==> src/hdl/tile_pkg.sv <==
// Shared constants and types for the single-issue RV32I execution slice
// Only ADD, SUB, AND, OR, XOR, ADDI, BEQ and BNE are decoded, all else is illegal

package tile_pkg;

  // --------------------------------------------------
  // Widths and pipeline depth
  // --------------------------------------------------
  localparam int XLEN      = 32;
  localparam int REG_NUM   = 32;
  localparam int REG_IDX_W = 5;

  // Cycles from dispatch strobe to done report
  localparam int LATENCY   = 3;

  // --------------------------------------------------
  // Instruction encodings
  // --------------------------------------------------
  localparam logic [6:0] OPC_OP     = 7'b0110011;
  localparam logic [6:0] OPC_OP_IMM = 7'b0010011;
  localparam logic [6:0] OPC_BRANCH = 7'b1100011;

  localparam logic [2:0] FUNCT3_ADD_SUB = 3'b000;
  localparam logic [2:0] FUNCT3_XOR     = 3'b100;
  localparam logic [2:0] FUNCT3_OR      = 3'b110;
  localparam logic [2:0] FUNCT3_AND     = 3'b111;
  localparam logic [2:0] FUNCT3_BEQ     = 3'b000;
  localparam logic [2:0] FUNCT3_BNE     = 3'b001;

  // SUB differs from ADD by this funct7, the others need funct7 zero
  localparam logic [6:0] FUNCT7_SUB = 7'b0100000;

  // --------------------------------------------------
  // Operations and categories
  // --------------------------------------------------
  typedef enum logic [3:0] {
    OP_ADD,
    OP_SUB,
    OP_AND,
    OP_OR,
    OP_XOR,
    OP_ADDI,
    OP_BEQ,
    OP_BNE,
    OP_ILLEGAL
  } op_e;

  typedef enum logic [1:0] {
    CAT_ALU,
    CAT_BR,
    CAT_NONE
  } cat_e;

  // --------------------------------------------------
  // Stage payloads
  // --------------------------------------------------
  // Source indices ride along so execute can bypass its own result
  typedef struct packed {
    logic                 valid;
    cat_e                 cat;
    op_e                  op;
    logic [REG_IDX_W-1:0] rd;
    logic [REG_IDX_W-1:0] rs1_idx;
    logic [REG_IDX_W-1:0] rs2_idx;
    logic [XLEN-1:0]      rs1_data;
    logic [XLEN-1:0]      rs2_data;
    logic [XLEN-1:0]      imm;
    logic [XLEN-1:0]      pc;
    logic                 illegal;
  } dec_inst_t;

  typedef struct packed {
    logic                 valid;
    logic [REG_IDX_W-1:0] rd;
    logic [XLEN-1:0]      data;
  } phy_wr_t;

  typedef struct packed {
    logic                 valid;
    logic [REG_IDX_W-1:0] rd;
    logic [XLEN-1:0]      data;
    logic                 br_taken;
    logic [XLEN-1:0]      br_target;
    logic                 illegal;
  } done_rpt_t;

endpackage

==> src/hdl/tile_regfile.sv <==
// Integer register file with two asynchronous read ports and one write port
// x0 reads as zero and ignores writes

`timescale 1ns/10ps

module tile_regfile (
  input  logic                           i_clk,
  input  logic                           i_rst_n,

  input  logic [tile_pkg::REG_IDX_W-1:0] i_rs1_idx,
  input  logic [tile_pkg::REG_IDX_W-1:0] i_rs2_idx,
  output logic [tile_pkg::XLEN-1:0]      o_rs1_data,
  output logic [tile_pkg::XLEN-1:0]      o_rs2_data,

  input  tile_pkg::phy_wr_t              i_wr
);

  // Entry 0 has no storage
  logic [tile_pkg::XLEN-1:0] r_regs [1:tile_pkg::REG_NUM-1];

  // --------------------------------------------------
  // Write port
  // --------------------------------------------------
  always_ff @(posedge i_clk) begin
    if (!i_rst_n) begin
      for (int i = 1; i < tile_pkg::REG_NUM; i++) begin
        r_regs[i] <= '0;
      end
    end else if (i_wr.valid && (i_wr.rd != '0)) begin
      r_regs[i_wr.rd] <= i_wr.data;
    end
  end

  // --------------------------------------------------
  // Read ports
  // --------------------------------------------------
  always_comb begin
    if (i_rs1_idx == '0) begin
      o_rs1_data = '0;
    end else begin
      o_rs1_data = r_regs[i_rs1_idx];
    end
  end

  always_comb begin
    if (i_rs2_idx == '0) begin
      o_rs2_data = '0;
    end else begin
      o_rs2_data = r_regs[i_rs2_idx];
    end
  end

endmodule

==> src/hdl/tile_decode.sv <==
// Decode stage that accepts one instruction per strobe with no back-pressure
// Operands come from the register file or the execute-stage write bus

`timescale 1ns/10ps

module tile_decode (
  input  logic                           i_clk,
  input  logic                           i_rst_n,

  input  logic                           i_inst_valid,
  input  logic [tile_pkg::XLEN-1:0]      i_inst,
  input  logic [tile_pkg::XLEN-1:0]      i_pc,

  output logic [tile_pkg::REG_IDX_W-1:0] o_rs1_idx,
  output logic [tile_pkg::REG_IDX_W-1:0] o_rs2_idx,
  input  logic [tile_pkg::XLEN-1:0]      i_rs1_data,
  input  logic [tile_pkg::XLEN-1:0]      i_rs2_data,

  input  tile_pkg::phy_wr_t              i_early_wr,
  output tile_pkg::dec_inst_t            o_dec
);

  logic [6:0]          w_opcode;
  logic [2:0]          w_funct3;
  logic [6:0]          w_funct7;
  tile_pkg::dec_inst_t w_dec;

  assign w_opcode  = i_inst[6:0];
  assign w_funct3  = i_inst[14:12];
  assign w_funct7  = i_inst[31:25];
  assign o_rs1_idx = i_inst[19:15];
  assign o_rs2_idx = i_inst[24:20];

  // --------------------------------------------------
  // Opcode and immediate decode
  // --------------------------------------------------
  always_comb begin
    w_dec.op  = tile_pkg::OP_ILLEGAL;
    w_dec.imm = '0;
    case (w_opcode)
      tile_pkg::OPC_OP: begin
        if (w_funct7 == '0) begin
          case (w_funct3)
            tile_pkg::FUNCT3_ADD_SUB: w_dec.op = tile_pkg::OP_ADD;
            tile_pkg::FUNCT3_XOR:     w_dec.op = tile_pkg::OP_XOR;
            tile_pkg::FUNCT3_OR:      w_dec.op = tile_pkg::OP_OR;
            tile_pkg::FUNCT3_AND:     w_dec.op = tile_pkg::OP_AND;
            default:                  w_dec.op = tile_pkg::OP_ILLEGAL;
          endcase
        end else if ((w_funct7 == tile_pkg::FUNCT7_SUB) &&
                     (w_funct3 == tile_pkg::FUNCT3_ADD_SUB)) begin
          w_dec.op = tile_pkg::OP_SUB;
        end
      end
      tile_pkg::OPC_OP_IMM: begin
        // Only ADDI among the immediate ops
        if (w_funct3 == tile_pkg::FUNCT3_ADD_SUB) begin
          w_dec.op  = tile_pkg::OP_ADDI;
          w_dec.imm = {{20{i_inst[31]}}, i_inst[31:20]};
        end
      end
      tile_pkg::OPC_BRANCH: begin
        if (w_funct3 == tile_pkg::FUNCT3_BEQ) begin
          w_dec.op = tile_pkg::OP_BEQ;
        end else if (w_funct3 == tile_pkg::FUNCT3_BNE) begin
          w_dec.op = tile_pkg::OP_BNE;
        end
        w_dec.imm = {{19{i_inst[31]}}, i_inst[31], i_inst[7], i_inst[30:25],
                     i_inst[11:8], 1'b0};
      end
      default: w_dec.op = tile_pkg::OP_ILLEGAL;
    endcase

    case (w_dec.op)
      tile_pkg::OP_BEQ, tile_pkg::OP_BNE: w_dec.cat = tile_pkg::CAT_BR;
      tile_pkg::OP_ILLEGAL:               w_dec.cat = tile_pkg::CAT_NONE;
      default:                            w_dec.cat = tile_pkg::CAT_ALU;
    endcase

    w_dec.valid   = i_inst_valid;
    w_dec.illegal = (w_dec.op == tile_pkg::OP_ILLEGAL);
    w_dec.rd      = i_inst[11:7];
    w_dec.rs1_idx = o_rs1_idx;
    w_dec.rs2_idx = o_rs2_idx;
    w_dec.pc      = i_pc;

    // Early write valid already implies a nonzero rd
    if (i_early_wr.valid && (i_early_wr.rd == o_rs1_idx)) begin
      w_dec.rs1_data = i_early_wr.data;
    end else begin
      w_dec.rs1_data = i_rs1_data;
    end
    if (i_early_wr.valid && (i_early_wr.rd == o_rs2_idx)) begin
      w_dec.rs2_data = i_early_wr.data;
    end else begin
      w_dec.rs2_data = i_rs2_data;
    end
  end

  always_ff @(posedge i_clk) begin
    if (!i_rst_n) begin
      o_dec.valid <= 1'b0;
    end else begin
      o_dec <= w_dec;
    end
  end

  a_illegal_no_cat: assert property (@(posedge i_clk) disable iff (!i_rst_n)
    (o_dec.valid && o_dec.illegal) |-> (o_dec.cat == tile_pkg::CAT_NONE));

endmodule

==> src/hdl/tile_execute.sv <==
// Execute stage for ALU ops and BEQ/BNE at one instruction per cycle
// Bypasses its own registered write to the instruction right behind it

`timescale 1ns/10ps

module tile_execute (
  input  logic                i_clk,
  input  logic                i_rst_n,

  input  tile_pkg::dec_inst_t i_dec,

  output tile_pkg::phy_wr_t   o_early_wr,
  output tile_pkg::done_rpt_t o_rpt
);

  logic [tile_pkg::XLEN-1:0] w_op_a;
  logic [tile_pkg::XLEN-1:0] w_op_b;
  logic [tile_pkg::XLEN-1:0] w_alu_res;
  logic                      w_taken;
  tile_pkg::phy_wr_t         w_wr;
  tile_pkg::done_rpt_t       w_rpt;

  // The previous instruction was still in decode when these operands were read
  assign w_op_a = (o_early_wr.valid && (o_early_wr.rd == i_dec.rs1_idx)) ?
                  o_early_wr.data : i_dec.rs1_data;
  assign w_op_b = (o_early_wr.valid && (o_early_wr.rd == i_dec.rs2_idx)) ?
                  o_early_wr.data : i_dec.rs2_data;

  // --------------------------------------------------
  // ALU and branch compare
  // --------------------------------------------------
  always_comb begin
    w_alu_res = '0;
    w_taken   = 1'b0;
    case (i_dec.op)
      tile_pkg::OP_ADD:  w_alu_res = w_op_a + w_op_b;
      tile_pkg::OP_SUB:  w_alu_res = w_op_a - w_op_b;
      tile_pkg::OP_AND:  w_alu_res = w_op_a & w_op_b;
      tile_pkg::OP_OR:   w_alu_res = w_op_a | w_op_b;
      tile_pkg::OP_XOR:  w_alu_res = w_op_a ^ w_op_b;
      tile_pkg::OP_ADDI: w_alu_res = w_op_a + i_dec.imm;
      tile_pkg::OP_BEQ:  w_taken   = (w_op_a == w_op_b);
      tile_pkg::OP_BNE:  w_taken   = (w_op_a != w_op_b);
      default:           w_alu_res = '0;
    endcase
  end

  always_comb begin
    w_wr.valid = i_dec.valid && !i_dec.illegal &&
                 (i_dec.cat == tile_pkg::CAT_ALU) && (i_dec.rd != '0);
    w_wr.rd    = i_dec.rd;
    w_wr.data  = w_alu_res;

    // Non-ALU reports carry rd and data as zero
    w_rpt.valid   = i_dec.valid;
    w_rpt.illegal = i_dec.illegal;
    if (i_dec.cat == tile_pkg::CAT_ALU) begin
      w_rpt.rd   = i_dec.rd;
      w_rpt.data = w_alu_res;
    end else begin
      w_rpt.rd   = '0;
      w_rpt.data = '0;
    end
    if (i_dec.cat == tile_pkg::CAT_BR) begin
      w_rpt.br_taken  = w_taken;
      w_rpt.br_target = i_dec.pc + i_dec.imm;
    end else begin
      w_rpt.br_taken  = 1'b0;
      w_rpt.br_target = '0;
    end
  end

  always_ff @(posedge i_clk) begin
    if (!i_rst_n) begin
      o_early_wr.valid <= 1'b0;
      o_rpt.valid      <= 1'b0;
    end else begin
      o_early_wr <= w_wr;
      o_rpt      <= w_rpt;
    end
  end

  a_wr_has_rpt: assert property (@(posedge i_clk) disable iff (!i_rst_n)
    o_early_wr.valid |-> (o_rpt.valid && !o_rpt.illegal));

endmodule

==> src/hdl/tile_result.sv <==
// Completion stage with one done report per instruction in dispatch order
// The register write goes out combinationally one cycle ahead of the report

`timescale 1ns/10ps

module tile_result (
  input  logic                i_clk,
  input  logic                i_rst_n,

  input  tile_pkg::phy_wr_t   i_early_wr,
  input  tile_pkg::done_rpt_t i_rpt,

  output tile_pkg::phy_wr_t   o_wr,
  output tile_pkg::done_rpt_t o_done
);

  // --------------------------------------------------
  // Register-file write
  // --------------------------------------------------
  // Write only what the matching report calls legal
  always_comb begin
    o_wr.valid = i_early_wr.valid && i_rpt.valid && !i_rpt.illegal;
    o_wr.rd    = i_early_wr.rd;
    o_wr.data  = i_early_wr.data;
  end

  // --------------------------------------------------
  // Done report
  // --------------------------------------------------
  always_ff @(posedge i_clk) begin
    if (!i_rst_n) begin
      o_done.valid <= 1'b0;
    end else begin
      o_done <= i_rpt;
    end
  end

  // Every outgoing pulse needs its own report one cycle earlier
  a_done_from_rpt: assert property (@(posedge i_clk) disable iff (!i_rst_n)
    o_done.valid |-> $past(i_rpt.valid));

endmodule

==> src/hdl/tile_top.sv <==
// Execution slice top with decode, execute, result and register file
// Fixed latency of three cycles with no flush and no back-pressure

`timescale 1ns/10ps

module tile_top (
  input  logic                      i_clk,
  input  logic                      i_rst_n,

  input  logic                      i_inst_valid,
  input  logic [tile_pkg::XLEN-1:0] i_inst,
  input  logic [tile_pkg::XLEN-1:0] i_pc,

  output tile_pkg::done_rpt_t       o_done
);

  logic [tile_pkg::REG_IDX_W-1:0] w_rs1_idx;
  logic [tile_pkg::REG_IDX_W-1:0] w_rs2_idx;
  logic [tile_pkg::XLEN-1:0]      w_rs1_data;
  logic [tile_pkg::XLEN-1:0]      w_rs2_data;
  tile_pkg::dec_inst_t            w_dec;
  tile_pkg::phy_wr_t              w_early_wr;
  tile_pkg::done_rpt_t            w_exe_rpt;
  tile_pkg::phy_wr_t              w_rf_wr;

  tile_decode u_decode (
    .i_clk        (i_clk),
    .i_rst_n      (i_rst_n),
    .i_inst_valid (i_inst_valid),
    .i_inst       (i_inst),
    .i_pc         (i_pc),
    .o_rs1_idx    (w_rs1_idx),
    .o_rs2_idx    (w_rs2_idx),
    .i_rs1_data   (w_rs1_data),
    .i_rs2_data   (w_rs2_data),
    .i_early_wr   (w_early_wr),
    .o_dec        (w_dec)
  );

  tile_execute u_execute (
    .i_clk      (i_clk),
    .i_rst_n    (i_rst_n),
    .i_dec      (w_dec),
    .o_early_wr (w_early_wr),
    .o_rpt      (w_exe_rpt)
  );

  tile_result u_result (
    .i_clk      (i_clk),
    .i_rst_n    (i_rst_n),
    .i_early_wr (w_early_wr),
    .i_rpt      (w_exe_rpt),
    .o_wr       (w_rf_wr),
    .o_done     (o_done)
  );

  tile_regfile u_regfile (
    .i_clk      (i_clk),
    .i_rst_n    (i_rst_n),
    .i_rs1_idx  (w_rs1_idx),
    .i_rs2_idx  (w_rs2_idx),
    .o_rs1_data (w_rs1_data),
    .o_rs2_data (w_rs2_data),
    .i_wr       (w_rf_wr)
  );

endmodule

==> config.mk <==
export PLATFORM = sky130hd
export DESIGN_NAME = tile_top
export DESIGN_NICKNAME = d
export VERILOG_FILES = /design/src/hdl/tile_pkg.sv /design/src/hdl/tile_regfile.sv /design/src/hdl/tile_decode.sv /design/src/hdl/tile_execute.sv /design/src/hdl/tile_result.sv /design/src/hdl/tile_top.sv
export SDC_FILE = /design/constraint.sdc
export NUM_CORES = 2
export LEC_CHECK = 0
export ABC_AREA = 0
export BUFFER_PORTS_ARGS = -buffer_cell sky130_fd_sc_hd__buf_4
export CAP_MARGIN = 20
export CORE_ASPECT_RATIO = 1.75
export CORE_MARGIN = 3
export CORE_UTILIZATION = 45
export DETAILED_ROUTE_END_ITERATION = 7
export SLEW_MARGIN = 20
export SYNTH_ARGS = -nofsm -noshare
export SYNTH_HDL_FRONTEND = slang
export SYNTH_SLANG_ARGS = --single-unit
==> constraint.sdc <==
create_clock -name i_clk -period 16.2 [get_ports i_clk]
set_input_delay 3.24 -clock i_clk [delete_from_list [all_inputs] [get_ports i_clk]]
set_output_delay 3.24 -clock i_clk [all_outputs]
set_load 0.05 [all_outputs]
==> summary.md <==
| Metric | Value |
|---|---|
| Largest family of logic cells by synthesized area | multiplexers |
| Slew of the pin with the lowest slew margin | 1.157 ns |
| XOR/XNOR Fraction of Synth Area | around 1.0% |
| Nature of the critical path startpoint | input pin |
| Hold_buf cts | 0 |
| Worst R2R Path Depth | 15 |
| Final TNS setup | 0 ns |
| WL per Instance | approximately 32 µm |
| Most used DFF post-synth | edfxtp_1 |
| Period minus WS final | a little over 7 ns |
| Placed cells | 7470 |
| Share of cells above drive strength 1 | 20.59% |
| H-tree depth | 4 |
| CP endpoint kind | flop |
| # fillers | 13690 |
| Worst vdd ir | roughly 0.000085 V |
| CTS buffer count | 138 |
| FFs w/ async S/R, synth | 0% |
| Status | finished clean |
| Die ar. | 168000 µm² |
| Setup Skew | 0.03426 ns |
| Die W | 311.2 µm |
| #FFs+latches synth | roughly 1300 |
| CTS tree | done |
| Final Cycle Share | 43.58% |
| Initial Utilization | 45.40% |
| Slew margin rel. | 22.87% |
| WHS | about 0.41 ns |
| Bufs on Longest Clock Path | 4 |
| DRT Pass-1 Iters | 6 |
| Sequential share of the synthesized area | 54.74% |
| Netlist cell types | between 70 and 80 |
| Post-cts sizing count | 0 |
| Hold path cells | 0 |
| Crit Path Max Fanout | 102 |
| Yosys warning count | 0 |
| Drt drc | 0 |
| Final setup fails | 0 |
| FP Rows | 195 |
| DP HPWL | ~150000 µm |
| Critical Path AT | 7.55 ns |
| Final Wtd Congestion | 0.9208 |
| Multiplexer share of the synthesized area | 18.47% |
| Fmax | 141.6 MHz |
| Total grt overflow | 0 |
| Critical path class | input pin to flop |
| Compound-Gate Fraction of Synth Area | 7.438% |
| HP Class | flop to flop |
| Port Buffer Count | 138 |
| P_leak | 29.93 nW |
| Post-Syn Area | 73330 µm² |
| Layout area overhead | 11.71% |
| Height of the die | 540.0 µm |
| Cell Chain, Critical Path | buf_8, buf_4, buf_12, buf_4, mux4_2, mux4_2, nor2b_1, o31ai_1 |
| Crit path setup slack, layout | 9.140 ns |
| Core ar. | 161500 µm² |
| EDFF count, synth | 1334 |
| Final Hold Viols | 0 |
| Vias in the first global route | 49430 |
| Root buffer cell | clkbuf_16 |
| Total Routing Usage GR | 29.30% |
| Final net count | 5687 |
| Worst Path Required | 16.69 ns |
| Area of the multi-input gates | between 30000 and 40000 µm² |
| Post-Layout Cell Count | 7724 |
| Number of max-cap violations | 0 |
| Via count | between 40000 and 50000 |
| First-pass GRT wire length | 354600 µm |
| RSZ-0062 raised after global routing | false |
| # IOs | 139 |
| Synth Area per Inst | 13.43 µm² |
| Reg area | 40140 µm² |
| Place WS | between 8 and 9 ns |
| Clock Latency Late Sink | 0.78 ns |
| CP max stage cell | buf_4 |
| Adder-cell share of the synthesized area | 2.761% |
| DR vias/cell | 6.323 |
| Post-Synth Simple-Gate Area | between 10% and 20% |
| Post-CTS setup buffers | 0 |
| Synthesized instance count | 5460 |
| Slowest stage delay, CP | 0.81 ns |
| Final ANT Viol Nets | 0 |
| Slew Viols, Final | 0 |
| Power Density | 105.0 nW/µm² |
| Largest net degree at the start of global routing | 146 |
| Clk sinks | around 1300 |
| Initial DRC count | roughly 5300 |
| Initial antenna violation count | 9 |
| Clock slew at reported path FFs | 0.06 ns |
| Wirelength, routed | 250800 µm |
-- worst max-delay path: cells and delay by family --
family,cells,cell delay [ns]
compound gates,1,0.13
buf+inv,4,2.70
mux,2,1.07
simple gates,1,0.30
-- final cells by class --
class | instances | area share, %
Clock inverter | 67 | 0.8783
Tap cell | 2167 | 3.310
Inverter | 100 | 0.4582
Multi-Input combinational cell | 3588 | 38.83
Antenna cell | 6 | 0.01833
Sequential cell | 1338 | 49.00
Timing Repair Buffer | 294 | 3.008
Clock buffer | 164 | 4.491
-- logic make-up (layout without fill, tap and decap cells) --
| kind of cell | count (synthesis) | after routing |
|---|---|---|
| buffers and inverters | 565 | 625 |
| adder cells (fa/ha/maj) | 160 | 160 |
| AND/OR/NAND/NOR | 1639 | 1639 |
| flip-flops | 1338 | 1338 |
| multiplexers | 811 | 811 |
| other | 1 | 38 |
| XOR/XNOR | 84 | 84 |
| AO/OA/AOI/OAI | 862 | 862 |
-- placed cells by master, fill, tap and decap left out, drive strengths merged, types with 15 or more instances in the layout --
| cell type | instances |
|---|---|
| edfxtp | 1334 |
| xor2 | 45 |
| nor2b | 50 |
| mux2 | 145 |
| ha | 157 |
| o211ai | 44 |
| a31oi | 15 |
| and2 | 1030 |
| nand2b | 19 |
| mux4 | 419 |
| nor3 | 32 |
| a21oi | 202 |
| mux2i | 247 |
| a21o | 33 |
| o21ai | 259 |
| inv | 104 |
| clkinv | 39 |
| nor2 | 224 |
| o31ai | 34 |
| buf | 294 |
| conb | 32 |
| a22oi | 65 |
| nand2 | 159 |
| o22ai | 43 |
| a221oi | 78 |
| xnor2 | 39 |
| clkbuf | 164 |
| o21a | 17 |
| nand3 | 39 |
-- synth_stat cells, types with 33 or more instances --
master | n | share of area (%)
nand2_1 | 159 | 0.81
edfxtp_1 | 1334 | 55
o21ai_0 | 213 | 1.5
a21o_1 | 33 | 0.34
nand3_1 | 37 | 0.25
o22ai_1 | 43 | 0.37
nor2b_1 | 50 | 0.43
a221oi_1 | 78 | 0.93
xor2_1 | 45 | 0.54
o31ai_1 | 33 | 0.34
o211ai_1 | 44 | 0.45
a22oi_1 | 65 | 0.67
nor2_1 | 224 | 1.1
mux4_2 | 419 | 13
o21ai_1 | 46 | 0.31
xnor2_1 | 39 | 0.47
buf_1 | 57 | 0.29
inv_1 | 99 | 0.51
clkbuf_1 | 385 | 2.0
mux2i_1 | 247 | 3.4
ha_1 | 157 | 2.7
and2_1 | 1028 | 8.8
mux2_2 | 144 | 2.2
a21oi_1 | 201 | 1.4
-- power by group --
| part | internal [mW] | switching (mW) |
|---|---|---|
| combinational | 0.472 | 0.813 |
| clock | 1.85 | 1.37 |
| sequential | 3.98 | 0.117 |
-- sequential cells by signal, summed over array words and instances, names as in the netlist --
name / count
u_result.o_done: 72
u_execute.o_rpt: 72
u_execute.o_early_wr: 38
u_decode.o_dec: 132
u_regfile.r_regs: 1024
-- per-stage QoR --
step,power (mW),area [µm²],utilization [%]
after floorplan,4.936,73450,-
after global placement,5.399,77190,47.79
after detailed placement,5.414,77230,47.82
after CTS,8.604,81630,50.54
after global routing,8.842,81900,50.71
final,8.597,81910,50.71
-- metal layers --
| metal | vias to the layer above | GRT usage [%] | share of wire [%] |
|---|---|---|---|
| met3 | 763 | 4.290 | 7.7 |
| met2 | 2567 | 52.15 | 51 |
| met1 | 24910 | 33.69 | 34 |
| met4 | 4 | 16.69 | 6.6 |
| li1 | 20600 | - | - |
| met5 | - | 0 | 0.0092 |
-- final timing paths --
check | startpoint | end | slack, ns
worst max-delay path | i_inst[20] | u_decode.o_dec[88] | 9.14
worst min register to register | u_execute.o_rpt[11] | u_result.o_done[11] | 0.41
worst min-delay path | u_execute.o_rpt[11] | u_result.o_done[11] | 0.41
worst max register to register | u_execute.o_early_wr[35] | u_execute.o_early_wr[27] | 9.73
No activity file was read; power rests on OpenSTA's default activity.
